--- config.mk ---
export PLATFORM = sky130hd
export DESIGN_NAME = pcxt_support_top
export DESIGN_NICKNAME = d
export VERILOG_FILES = /design/src/logic/pcxt_support_pkg.sv /design/src/logic/pcxt_support_top.sv /design/src/logic/audio_output.sv /design/src/logic/clock_enables.sv /design/src/logic/bios_loader.sv /design/src/logic/reset_sequencer.sv
export SDC_FILE = /design/constraint.sdc
export NUM_CORES = 1
export LEC_CHECK = 0
export BUFFER_PORTS_ARGS = -buffer_cell sky130_fd_sc_hd__buf_2
export CORE_UTILIZATION = 45
export DETAILED_ROUTE_END_ITERATION = 8
export PLACE_DENSITY = 0.81
export REMOVE_ABC_BUFFERS = 1
export SYNTH_ARGS = -nofsm -noshare
export SYNTH_HDL_FRONTEND = slang
export SYNTH_HIERARCHICAL = 1
export SYNTH_SLANG_ARGS = --single-unit
--- constraint.sdc ---
create_clock -name clk_chipset -period 2.3 [get_ports clk_chipset]
set_clock_uncertainty 0.2 [all_clocks]
set_input_delay 0.69 -clock clk_chipset [delete_from_list [all_inputs] [get_ports clk_chipset]]
set_output_delay 0.69 -clock clk_chipset [all_outputs]
set_load 0.02 [all_outputs]
--- src/logic/pcxt_support_pkg.sv ---
// shared widths, constants and bus types for the pc/xt board-support logic
// every module refers to these by scoped names
// reset stretch is far shorter than on a real board, long enough for sim
// download indices follow the rom slots of the menu, 0 to 3 only
package pcxt_support_pkg;

	////////////////////
	// vector types
	////////////////////

	// 8088 physical address and memory byte
	typedef logic [19:0] mem_addr_t;
	typedef logic [7:0]  mem_data_t;
	// download offset and slot index
	typedef logic [24:0] dl_addr_t;
	typedef logic [7:0]  dl_index_t;
	// cpu speed code
	typedef logic [1:0]  speed_t;
	// audio sources and mixer sum
	typedef logic signed [15:0] opl_sample_t;
	typedef logic [7:0]  tandy_sample_t;
	typedef logic [16:0] mix_t;

	////////////////////
	// constants
	////////////////////

	// clocks after the last reset source
	localparam logic [15:0] RESET_STRETCH_CYCLES = 16'd1024;
	// clocks from system reset release to cpu reset release
	localparam logic [7:0] CPU_RESET_DELAY = 8'd43;

	// upper address bits of the rom windows
	localparam logic [3:0] BIOS_SEG_BASE = 4'hF;
	localparam logic [5:0] XTIDE_BASE = 6'b111011;

	// download slots, 0 and 1 both pc/xt
	localparam dl_index_t IDX_PCXT_LAST = 8'd1;
	localparam dl_index_t IDX_TANDY = 8'd2;
	localparam dl_index_t IDX_XTIDE = 8'd3;

	// speed codes, 3 falls back to 4.77
	localparam speed_t SPEED_4_77 = 2'd0;
	localparam speed_t SPEED_7_16 = 2'd1;
	localparam speed_t SPEED_14_318 = 2'd2;

	// speaker weight in the mix, 2^14
	localparam mix_t SPEAKER_LEVEL = 17'h04000;

	////////////////////
	// fsm and bundles
	////////////////////

	typedef enum logic [1:0] {
		LD_IDLE,
		LD_ARM,
		LD_WRITE,
		LD_GAP
	} loader_state_t;

	// rom download channel
	typedef struct packed {
		logic      active;
		dl_index_t index;
		dl_addr_t  addr;
		mem_data_t data;
		logic      wr;
	} dl_port_t;

	// wishbone classic master outputs
	typedef struct packed {
		logic      cyc;
		logic      stb;
		logic      we;
		mem_addr_t adr;
		mem_data_t dat;
	} wb_m2s_t;

	// board configuration from the menu
	typedef struct packed {
		logic   reset_req;
		logic   model_tandy;
		speed_t cpu_speed;
	} board_cfg_t;

endpackage
--- src/logic/pcxt_support_top.sv ---
// board-support logic around the 8088 pc/xt core
// everything runs on clk_chipset, slow clocks arrive asynchronous
// rom writes leave as wishbone classic cycles to the memory side
`timescale 1ns/10ps

module pcxt_support_top (
	input  logic                            clk_chipset,
	input  logic                            reset,
	input  pcxt_support_pkg::board_cfg_t    cfg_i,
	// rom download
	input  pcxt_support_pkg::dl_port_t      dl_i,
	output logic                            dl_wait_o,
	input  logic                            mem_ready_i,
	input  logic                            bus_grant_i,
	output logic                            bus_req_o,
	// memory writes
	output pcxt_support_pkg::wb_m2s_t       wb_o,
	input  logic                            wb_ack_i,
	// clocking
	input  logic                            biu_done_i,
	input  logic                            opl2_clk_i,
	input  logic                            uart_clk_i,
	// sound sources
	input  pcxt_support_pkg::opl_sample_t   opl_i,
	input  pcxt_support_pkg::tandy_sample_t tandy_i,
	input  logic                            speaker_i,
	// to the core
	output logic                            sys_reset_o,
	output logic                            cpu_reset_o,
	output logic                            bios_protect_o,
	output logic                            tandy_flag_o,
	output pcxt_support_pkg::speed_t        speed_o,
	output logic                            turbo_o,
	output logic                            cen_opl2_o,
	output logic                            cen_uart_o,
	output pcxt_support_pkg::mix_t          mix_o,
	output logic                            audio_o
);

	// latched machine model
	logic model_tandy;

	reset_sequencer u_reset_sequencer (
		.clk_chipset   (clk_chipset),
		.reset         (reset),
		.cfg_i         (cfg_i),
		.sys_reset_o   (sys_reset_o),
		.cpu_reset_o   (cpu_reset_o),
		.model_tandy_o (model_tandy)
	);

	bios_loader u_bios_loader (
		.clk_chipset    (clk_chipset),
		.reset          (reset),
		.sys_reset_i    (sys_reset_o),
		.dl_i           (dl_i),
		.dl_wait_o      (dl_wait_o),
		.mem_ready_i    (mem_ready_i),
		.bus_grant_i    (bus_grant_i),
		.bus_req_o      (bus_req_o),
		.wb_o           (wb_o),
		.wb_ack_i       (wb_ack_i),
		.model_tandy_i  (model_tandy),
		.bios_protect_o (bios_protect_o),
		.tandy_flag_o   (tandy_flag_o)
	);

	// speed comes straight from the menu, latched inside
	clock_enables u_clock_enables (
		.clk_chipset (clk_chipset),
		.reset       (reset),
		.biu_done_i  (biu_done_i),
		.speed_sel_i (cfg_i.cpu_speed),
		.opl2_clk_i  (opl2_clk_i),
		.uart_clk_i  (uart_clk_i),
		.speed_o     (speed_o),
		.turbo_o     (turbo_o),
		.cen_opl2_o  (cen_opl2_o),
		.cen_uart_o  (cen_uart_o)
	);

	audio_output u_audio_output (
		.clk_chipset (clk_chipset),
		.reset       (reset),
		.opl_i       (opl_i),
		.tandy_i     (tandy_i),
		.speaker_i   (speaker_i),
		.mix_o       (mix_o),
		.audio_o     (audio_o)
	);

endmodule

--- src/logic/audio_output.sv ---
// sound mixer and first-order sigma-delta dac
// one bitstream feeds both channels
// mix can wrap for loud opl2 output together with a loud tandy byte
`timescale 1ns/10ps

module audio_output (
	input  logic                            clk_chipset,
	input  logic                            reset,
	input  pcxt_support_pkg::opl_sample_t   opl_i,
	input  pcxt_support_pkg::tandy_sample_t tandy_i,
	input  logic                            speaker_i,
	output pcxt_support_pkg::mix_t          mix_o,
	output logic                            audio_o
);

	// mixer terms at 17 bits
	pcxt_support_pkg::mix_t opl_ext;
	pcxt_support_pkg::mix_t spk_term;
	pcxt_support_pkg::mix_t tandy_term;

	// dac code and accumulator
	logic [15:0] dac_code;
	logic [15:0] acc;
	logic [16:0] acc_sum;

	////////////////////
	// mixer
	////////////////////

	// opl2 is signed, sign extend
	assign opl_ext = {opl_i[15], opl_i};
	// speaker adds its level when the bit is low
	assign spk_term = speaker_i ? '0 : pcxt_support_pkg::SPEAKER_LEVEL;
	// tandy byte weighted by 512
	assign tandy_term = {tandy_i, 9'd0};

	always_ff @(posedge clk_chipset, posedge reset) begin
		if (reset) begin
			mix_o <= '0;
		end else begin
			mix_o <= opl_ext + spk_term + tandy_term;
		end
	end

	////////////////////
	// sigma-delta
	////////////////////

	// offset binary, zero mix sits at mid scale
	assign dac_code = {~mix_o[16], mix_o[15:1]};
	assign acc_sum  = {1'b0, acc} + {1'b0, dac_code};

	// carry out is the pulse density output
	always_ff @(posedge clk_chipset, posedge reset) begin
		if (reset) begin
			acc     <= '0;
			audio_o <= 1'b0;
		end else begin
			acc     <= acc_sum[15:0];
			audio_o <= acc_sum[16];
		end
	end

endmodule

--- src/logic/clock_enables.sv ---
// cpu speed latch and clock enables from the slow external clocks
// opl2 and uart clocks are asynchronous to clk_chipset
// they must stay well below half of clk_chipset, each high and low phase
// lasting at least two clk_chipset periods
`timescale 1ns/10ps

module clock_enables (
	input  logic                     clk_chipset,
	input  logic                     reset,
	input  logic                     biu_done_i,
	input  pcxt_support_pkg::speed_t speed_sel_i,
	input  logic                     opl2_clk_i,
	input  logic                     uart_clk_i,
	output pcxt_support_pkg::speed_t speed_o,
	output logic                     turbo_o,
	output logic                     cen_opl2_o,
	output logic                     cen_uart_o
);

	// bit 0 opl2, bit 1 uart
	logic [1:0] sync_1;
	logic [1:0] sync_2;
	logic [1:0] sync_3;
	logic [1:0] cen_r;

	////////////////////
	// speed latch
	////////////////////

	// only between bus cycles so the cpu never sees a torn clock
	always_ff @(posedge clk_chipset, posedge reset) begin
		if (reset) begin
			speed_o <= pcxt_support_pkg::SPEED_4_77;
			turbo_o <= 1'b0;
		end else if (biu_done_i) begin
			case (speed_sel_i)
				pcxt_support_pkg::SPEED_7_16,
				pcxt_support_pkg::SPEED_14_318: begin
					speed_o <= speed_sel_i;
					turbo_o <= 1'b1;
				end
				// 4.77 and the unused code
				default: begin
					speed_o <= pcxt_support_pkg::SPEED_4_77;
					turbo_o <= 1'b0;
				end
			endcase
		end
	end

	////////////////////
	// clock enables
	////////////////////

	// two flops for metastability, third for the edge
	always_ff @(posedge clk_chipset, posedge reset) begin
		if (reset) begin
			sync_1 <= '0;
			sync_2 <= '0;
			sync_3 <= '0;
			cen_r  <= '0;
		end else begin
			sync_1 <= {uart_clk_i, opl2_clk_i};
			sync_2 <= sync_1;
			sync_3 <= sync_2;
			// rising edge, one clock wide
			cen_r  <= sync_2 & ~sync_3;
		end
	end

	assign cen_opl2_o = cen_r[0];
	assign cen_uart_o = cen_r[1];

endmodule

--- src/logic/bios_loader.sv ---
// rom download to memory through a wishbone classic master
// one byte per bus cycle, the slave ack sets the cycle length
// bytes are taken only with the bus granted, memory ready and system out of reset
// dl_wait_o stays high while a download waits for the bus
// unmapped bytes are dropped with a one-clock wait pulse
`timescale 1ns/10ps

module bios_loader (
	input  logic                       clk_chipset,
	input  logic                       reset,
	input  logic                       sys_reset_i,
	input  pcxt_support_pkg::dl_port_t dl_i,
	output logic                       dl_wait_o,
	input  logic                       mem_ready_i,
	input  logic                       bus_grant_i,
	output logic                       bus_req_o,
	output pcxt_support_pkg::wb_m2s_t  wb_o,
	input  logic                       wb_ack_i,
	input  logic                       model_tandy_i,
	output logic                       bios_protect_o,
	output logic                       tandy_flag_o
);

	pcxt_support_pkg::loader_state_t state;

	// control flops
	logic cyc_r;
	logic busy_r;
	logic req_r;

	// held bus cycle payload
	pcxt_support_pkg::mem_addr_t adr_r;
	pcxt_support_pkg::mem_data_t dat_r;
	logic                        tandy_r;

	// address decode of the current byte
	logic                        low_64k;
	logic                        sel_pcxt;
	logic                        sel_tandy;
	logic                        sel_xtide;
	logic                        mapped;
	logic                        accept;
	pcxt_support_pkg::mem_addr_t map_addr;

	////////////////////
	// address map
	////////////////////

	// main bios images fit in the top 64k
	assign low_64k   = (dl_i.addr[24:16] == 9'd0);
	assign sel_pcxt  = (dl_i.index <= pcxt_support_pkg::IDX_PCXT_LAST) && low_64k;
	assign sel_tandy = (dl_i.index == pcxt_support_pkg::IDX_TANDY) && low_64k;
	// ec00 option rom, 16k window
	assign sel_xtide = (dl_i.index == pcxt_support_pkg::IDX_XTIDE);
	assign mapped    = sel_pcxt | sel_tandy | sel_xtide;

	always_comb begin
		if (sel_xtide) begin
			map_addr = {pcxt_support_pkg::XTIDE_BASE, dl_i.addr[13:0]};
		end else begin
			map_addr = {pcxt_support_pkg::BIOS_SEG_BASE, dl_i.addr[15:0]};
		end
	end

	// byte taken only when armed and not already waiting
	assign accept = (state == pcxt_support_pkg::LD_ARM) && dl_i.active && dl_i.wr && !busy_r;

	////////////////////
	// loader fsm
	////////////////////

	always_ff @(posedge clk_chipset, posedge reset) begin
		if (reset) begin
			state  <= pcxt_support_pkg::LD_IDLE;
			cyc_r  <= 1'b0;
			busy_r <= 1'b0;
			req_r  <= 1'b0;
		end else begin
			// keep the bus while a cycle is still open
			req_r <= dl_i.active | (state != pcxt_support_pkg::LD_IDLE);
			case (state)
				pcxt_support_pkg::LD_IDLE: begin
					busy_r <= 1'b0;
					if (dl_i.active && bus_grant_i && mem_ready_i && !sys_reset_i) begin
						state <= pcxt_support_pkg::LD_ARM;
					end
				end
				pcxt_support_pkg::LD_ARM: begin
					if (!dl_i.active || sys_reset_i) begin
						busy_r <= 1'b0;
						state  <= pcxt_support_pkg::LD_IDLE;
					end else if (accept && mapped) begin
						// start the write
						cyc_r  <= 1'b1;
						busy_r <= 1'b1;
						state  <= pcxt_support_pkg::LD_WRITE;
					end else begin
						// unmapped byte gives a single wait clock
						busy_r <= accept;
					end
				end
				pcxt_support_pkg::LD_WRITE: begin
					// cycle ends on the first ack
					if (wb_ack_i) begin
						cyc_r <= 1'b0;
						state <= pcxt_support_pkg::LD_GAP;
					end
				end
				pcxt_support_pkg::LD_GAP: begin
					busy_r <= 1'b0;
					if (dl_i.active) begin
						state <= pcxt_support_pkg::LD_ARM;
					end else begin
						state <= pcxt_support_pkg::LD_IDLE;
					end
				end
				default: begin
					cyc_r  <= 1'b0;
					busy_r <= 1'b0;
					state  <= pcxt_support_pkg::LD_IDLE;
				end
			endcase
		end
	end

	// payload loads with the accepted byte
	always_ff @(posedge clk_chipset, posedge reset) begin
		if (reset) begin
			adr_r   <= '0;
			dat_r   <= '0;
			tandy_r <= 1'b0;
		end else if (accept && mapped) begin
			adr_r   <= map_addr;
			dat_r   <= dl_i.data;
			tandy_r <= sel_tandy;
		end
	end

	////////////////////
	// outputs
	////////////////////

	// cyc, stb and we move together
	assign wb_o = '{cyc: cyc_r, stb: cyc_r, we: cyc_r, adr: adr_r, dat: dat_r};

	// hold off the channel while waiting for the bus
	assign dl_wait_o = busy_r | ((state == pcxt_support_pkg::LD_IDLE) & dl_i.active);
	assign bus_req_o = req_r;

	// rom writable for the whole download
	assign bios_protect_o = (state == pcxt_support_pkg::LD_IDLE);
	// tandy tag only during its own write cycle
	assign tandy_flag_o = cyc_r ? tandy_r : model_tandy_i;

endmodule

--- src/logic/reset_sequencer.sv ---
// system and cpu reset generation for the pc/xt core
// sources are the async reset input and the menu reset request
// reset_req is sampled on clk_chipset, so a pulse must last one clock
// model select is only taken while the system reset is high
`timescale 1ns/10ps

module reset_sequencer (
	input  logic                         clk_chipset,
	input  logic                         reset,
	input  pcxt_support_pkg::board_cfg_t cfg_i,
	output logic                         sys_reset_o,
	output logic                         cpu_reset_o,
	output logic                         model_tandy_o
);

	// stretch and delay counters
	logic [15:0] stretch_cnt;
	logic [7:0]  delay_cnt;

	////////////////////
	// system reset
	////////////////////

	// any source restarts the count
	always_ff @(posedge clk_chipset, posedge reset) begin
		if (reset) begin
			sys_reset_o <= 1'b1;
			stretch_cnt <= '0;
		end else if (cfg_i.reset_req) begin
			sys_reset_o <= 1'b1;
			stretch_cnt <= '0;
		end else if (sys_reset_o) begin
			// release on the last count
			if (stretch_cnt == pcxt_support_pkg::RESET_STRETCH_CYCLES - 16'd1) begin
				sys_reset_o <= 1'b0;
			end else begin
				stretch_cnt <= stretch_cnt + 16'd1;
			end
		end
	end

	////////////////////
	// cpu reset
	////////////////////

	// held with system reset or a new request, then a fixed delay
	always_ff @(posedge clk_chipset, posedge reset) begin
		if (reset) begin
			cpu_reset_o <= 1'b1;
			delay_cnt   <= '0;
		end else if (sys_reset_o || cfg_i.reset_req) begin
			cpu_reset_o <= 1'b1;
			delay_cnt   <= '0;
		end else if (cpu_reset_o) begin
			if (delay_cnt == pcxt_support_pkg::CPU_RESET_DELAY - 8'd1) begin
				cpu_reset_o <= 1'b0;
			end else begin
				delay_cnt <= delay_cnt + 8'd1;
			end
		end
	end

	// model latch
	// frozen once the machine runs, video and bios mapping depend on it
	always_ff @(posedge clk_chipset, posedge reset) begin
		if (reset) begin
			model_tandy_o <= 1'b0;
		end else if (sys_reset_o) begin
			model_tandy_o <= cfg_i.model_tandy;
		end
	end

endmodule

==> flow_metrics.py <==
metrics = {
    "drt": {
        "via_per_inst": 5.31,
        "drtIter0Drc": 155,
        "wl_per_cell_um": 14.8,
        "drc": 0,
        "drtPass1Iterations": 4,
        "antenna_left": 0,
        "wirelength_um": 11500,
        "vias": 4119,
    },
    "synth": {
        "yosys.area.top_type": "dfrtp_1",
        "synthCells": 456,
        "netlist_area_sq_mm": 0.00524,
        "yosysWarnings": 6,
        "yosysSeqAreaShare_pct": 49.7,
        "synth_ff_type": "dfrtp_1",
        "synth_edf_count": 0,
        "ys_seq_elements": 104,
        "synthDominantCellAreaShare_pct": 48.7,
        "async_flop_share_pct": 100,
        "avgSynthCellArea_sq_um": 11.5,
        "ys_types": 63,
        "synth.area.top_cells": "dfrtp_1 49%, ha_1 9.1%, mux2_2 5.8%, xnor2_1 3.7%, a21oi_1 3.1%",
    },
    "timing": {
        "finalMaxSlewViolations": 0,
        "rsz0062_at_grt": "true",
        "fin_ws_ps": -4.54,
        "finalSetupViolations": 1,
        "hold_viol_final": 0,
        "fmax_ghz": 0.434,
        "slew_headroom_pct": 58.6,
        "fin_tns_setup_ps": -4.54,
        "finalCritPeriodShare_pct": 100,
        "tightest_slew_ps": 615,
        "period_needed_ps": 2300,
        "hold_slack_ps": 149,
    },
    "pwr": {
        "ir_worst_vdd_mv": 0.656,
        "powerDensity_mw_per_mm2": 906,
        "leakage_nw": 3.31,
    },
    "layout": {
        "nets": 747,
        "final_util_pct": 58.7,
        "fillers": 927,
        "area_delta_synth_final_pct": 27.4,
        "final_common_cell": "buf_2",
        "final_area_sq_mm": 0.00668,
        "drive_above_1_share_pct": 39.4,
        "final_cell_mix": "139 x buf_2, 102 x dfrtp_1, 34 x nor2_1, 34 x ha_1, 32 x buf_4",
        "seq_area_sq_mm": 0.00261,
        "multiInputGateArea_sq_mm": 0.00256,
    },
    "worst_hold_path": {
        "worstHoldPathType": "reg -> reg",
    },
    "setup_path": {
        "cp.required_ps": 1410,
        "path_cells": "inv_1 > ha_2 > a21o_1 > buf_2",
        "cp.arrival_ps": 1410,
        "cp_top_family": "flip-flops",
        "cp_slowest_cell": "dfrtp_1",
        "crit_buf_inv": 2,
        "slowest_delay_ps": 400,
        "cp-start-kind": "register",
        "critPathKind": "reg -> out",
        "endpoint_kind": "primary output",
        "path_max_fanout": 5,
    },
    "global_routing": {
        "track_usage_pct": 19.8,
        "grt.overflow.total": 0,
        "antenna_found_initial": 2,
        "grt_pass1_vias": 3915,
        "grt_start_max_net_pins": 35,
        "grt_pass1_wl_um": 18200,
    },
    "clock_network": {
        "h-tree-depth": 3,
        "numCtsBuffers": 9,
        "cts_buffer_depth": 2,
        "root_buffer": "clkbuf_16",
        "clk_latency_ps": 350,
        "cts_tree": "yes",
        "clkSlewWorstSetupHoldPaths_ps": 60,
        "cts.sinks": 104,
    },
    "floorplanning": {
        "fp.coreArea_sq_mm": 0.0114,
        "fp.dieW_um": 110,
        "chipHeight_um": 110,
        "io_pins": 140,
        "die_area_sq_mm": 0.0121,
        "start_util_pct": 46.1,
        "std_cell_rows": 39,
    },
    "place": {
        "port_buffers": 139,
        "dpl.hpwl_um": 8500,
        "place_area_sq_mm": 0.00624,
        "dp_slack_ps": -372,
        "gp_congestion": 0.806,
    },
    "outcome": {
        "violations": "setup timing",
        "status": "complete, but fails checks",
    },
    "run": {
        "cap_violations": 0,
    },
}
==> worst paths after layout <==
kind / startpoint / end / slack (ps) / depth (start not counted)
max: u_bios_loader/state[0]$_DFFE_PP0P_ / dl_wait_o / -5 / 4
min: u_clock_enables/sync_1[0]$_DFF_PP0_ / u_clock_enables/sync_2[0]$_DFF_PP0_ / 150 / 0
max reg2reg: u_audio_output/mix_o[1]$_DFF_PP0_ / u_audio_output/acc[12]$_DFF_PP0_ / 10 / 8
min reg2reg: u_clock_enables/sync_1[0]$_DFF_PP0_ / u_clock_enables/sync_2[0]$_DFF_PP0_ / 150 / 0
max in group asynchronous: reset / u_audio_output/mix_o[13]$_DFF_PP0_ / 1310 / 3
min in group asynchronous: reset / u_clock_enables/speed_o[1]$_DFFE_PP0P_ / 160 / 2
==> cells by family after synthesis <==
kind of cell | Yosys count | synth area share, %
AO/OA/AOI/OAI | 83 | 10.4
XOR/XNOR | 27 | 4.51
adder cells (fa/ha/maj) | 41 | 10.2
buffers and inverters | 31 | 2.72
flip-flops | 104 | 49.7
multiplexers | 33 | 6.99
AND/OR/NAND/NOR | 137 | 15.5
==> timing repair <==
item,4_1_cts,5_1_grt
hold buffers,0,0
pin swaps,5,10
setup buffers,6,2
cloned,0,0
resized for setup,5,12
endpoints found under the hold margin,0,0
setup endpoints to repair,8,33
==> report_power, final <==
| part | internal, mW | switching [mW] | total [mW] |
|---|---|---|---|
| Clock | 0.927 | 0.636 | 1.56 |
| Combinational | 1.05 | 1.23 | 2.28 |
| Sequential | 2.09 | 0.109 | 2.20 |
==> layout make-up <==
type	count	share of cell area, %
Sequential cell	104	39.0
Tap cell	143	2.68
Inverter	18	1.01
Timing Repair Buffer	172	14.3
Clock buffer	13	4.05
Clock inverter	2	0.562
Antenna cell	2	0.0749
Multi-Input combinational cell	321	38.3
==> metal layers <==
layer	vias up	global-route usage, %	share of wire (%)
li1	1976	-	-
met3	18	5.45	5.3
met4	0	7.71	2.2
met2	128	33.0	51
met1	1997	24.4	42
met5	-	0	0
==> through the flow <==
| stage | power [mW] | instances |
|---|---|---|
| final | 6.05 | 775 |
| after global routing | 6.42 | 775 |
| after CTS | 5.94 | 771 |
| after detailed placement | 4.24 | 750 |
| after global placement | 4.14 | 750 |
| after floorplan | 3.71 | 443 |
==> cell usage after synthesis (all sizes together) (3+ instances only) <==
| master | count |
|---|---|
| xor2 | 5 |
| nand2 | 15 |
| nand3b | 3 |
| dfrtp | 102 |
| fa | 3 |
| nor3 | 8 |
| a21oi | 33 |
| ha | 38 |
| o211ai | 3 |
| o21ai | 14 |
| clkbuf | 6 |
| and3 | 7 |
| mux2 | 29 |
| nand3 | 11 |
| xnor2 | 22 |
| or4 | 4 |
| a21o | 9 |
| nor2 | 35 |
| o31ai | 3 |
| nand4 | 11 |
| nor4 | 8 |
| a211oi | 3 |
| nand2b | 8 |
| nor2b | 8 |
| or2 | 4 |
| o21bai | 4 |
| mux2i | 4 |
| or3 | 5 |
| inv | 18 |
| buf | 7 |
==> sequential cells by signal, summed over array words and instances, names as in the netlist, 8 cells and up, named ones only <==
register,flops
u_audio_output/acc,16
u_reset_sequencer/stretch_cnt,16
u_audio_output/mix_o,17
u_reset_sequencer/delay_cnt,8
u_bios_loader/adr_r,18
u_bios_loader/dat_r,8
No activity file was read; power rests on OpenSTA's default activity.
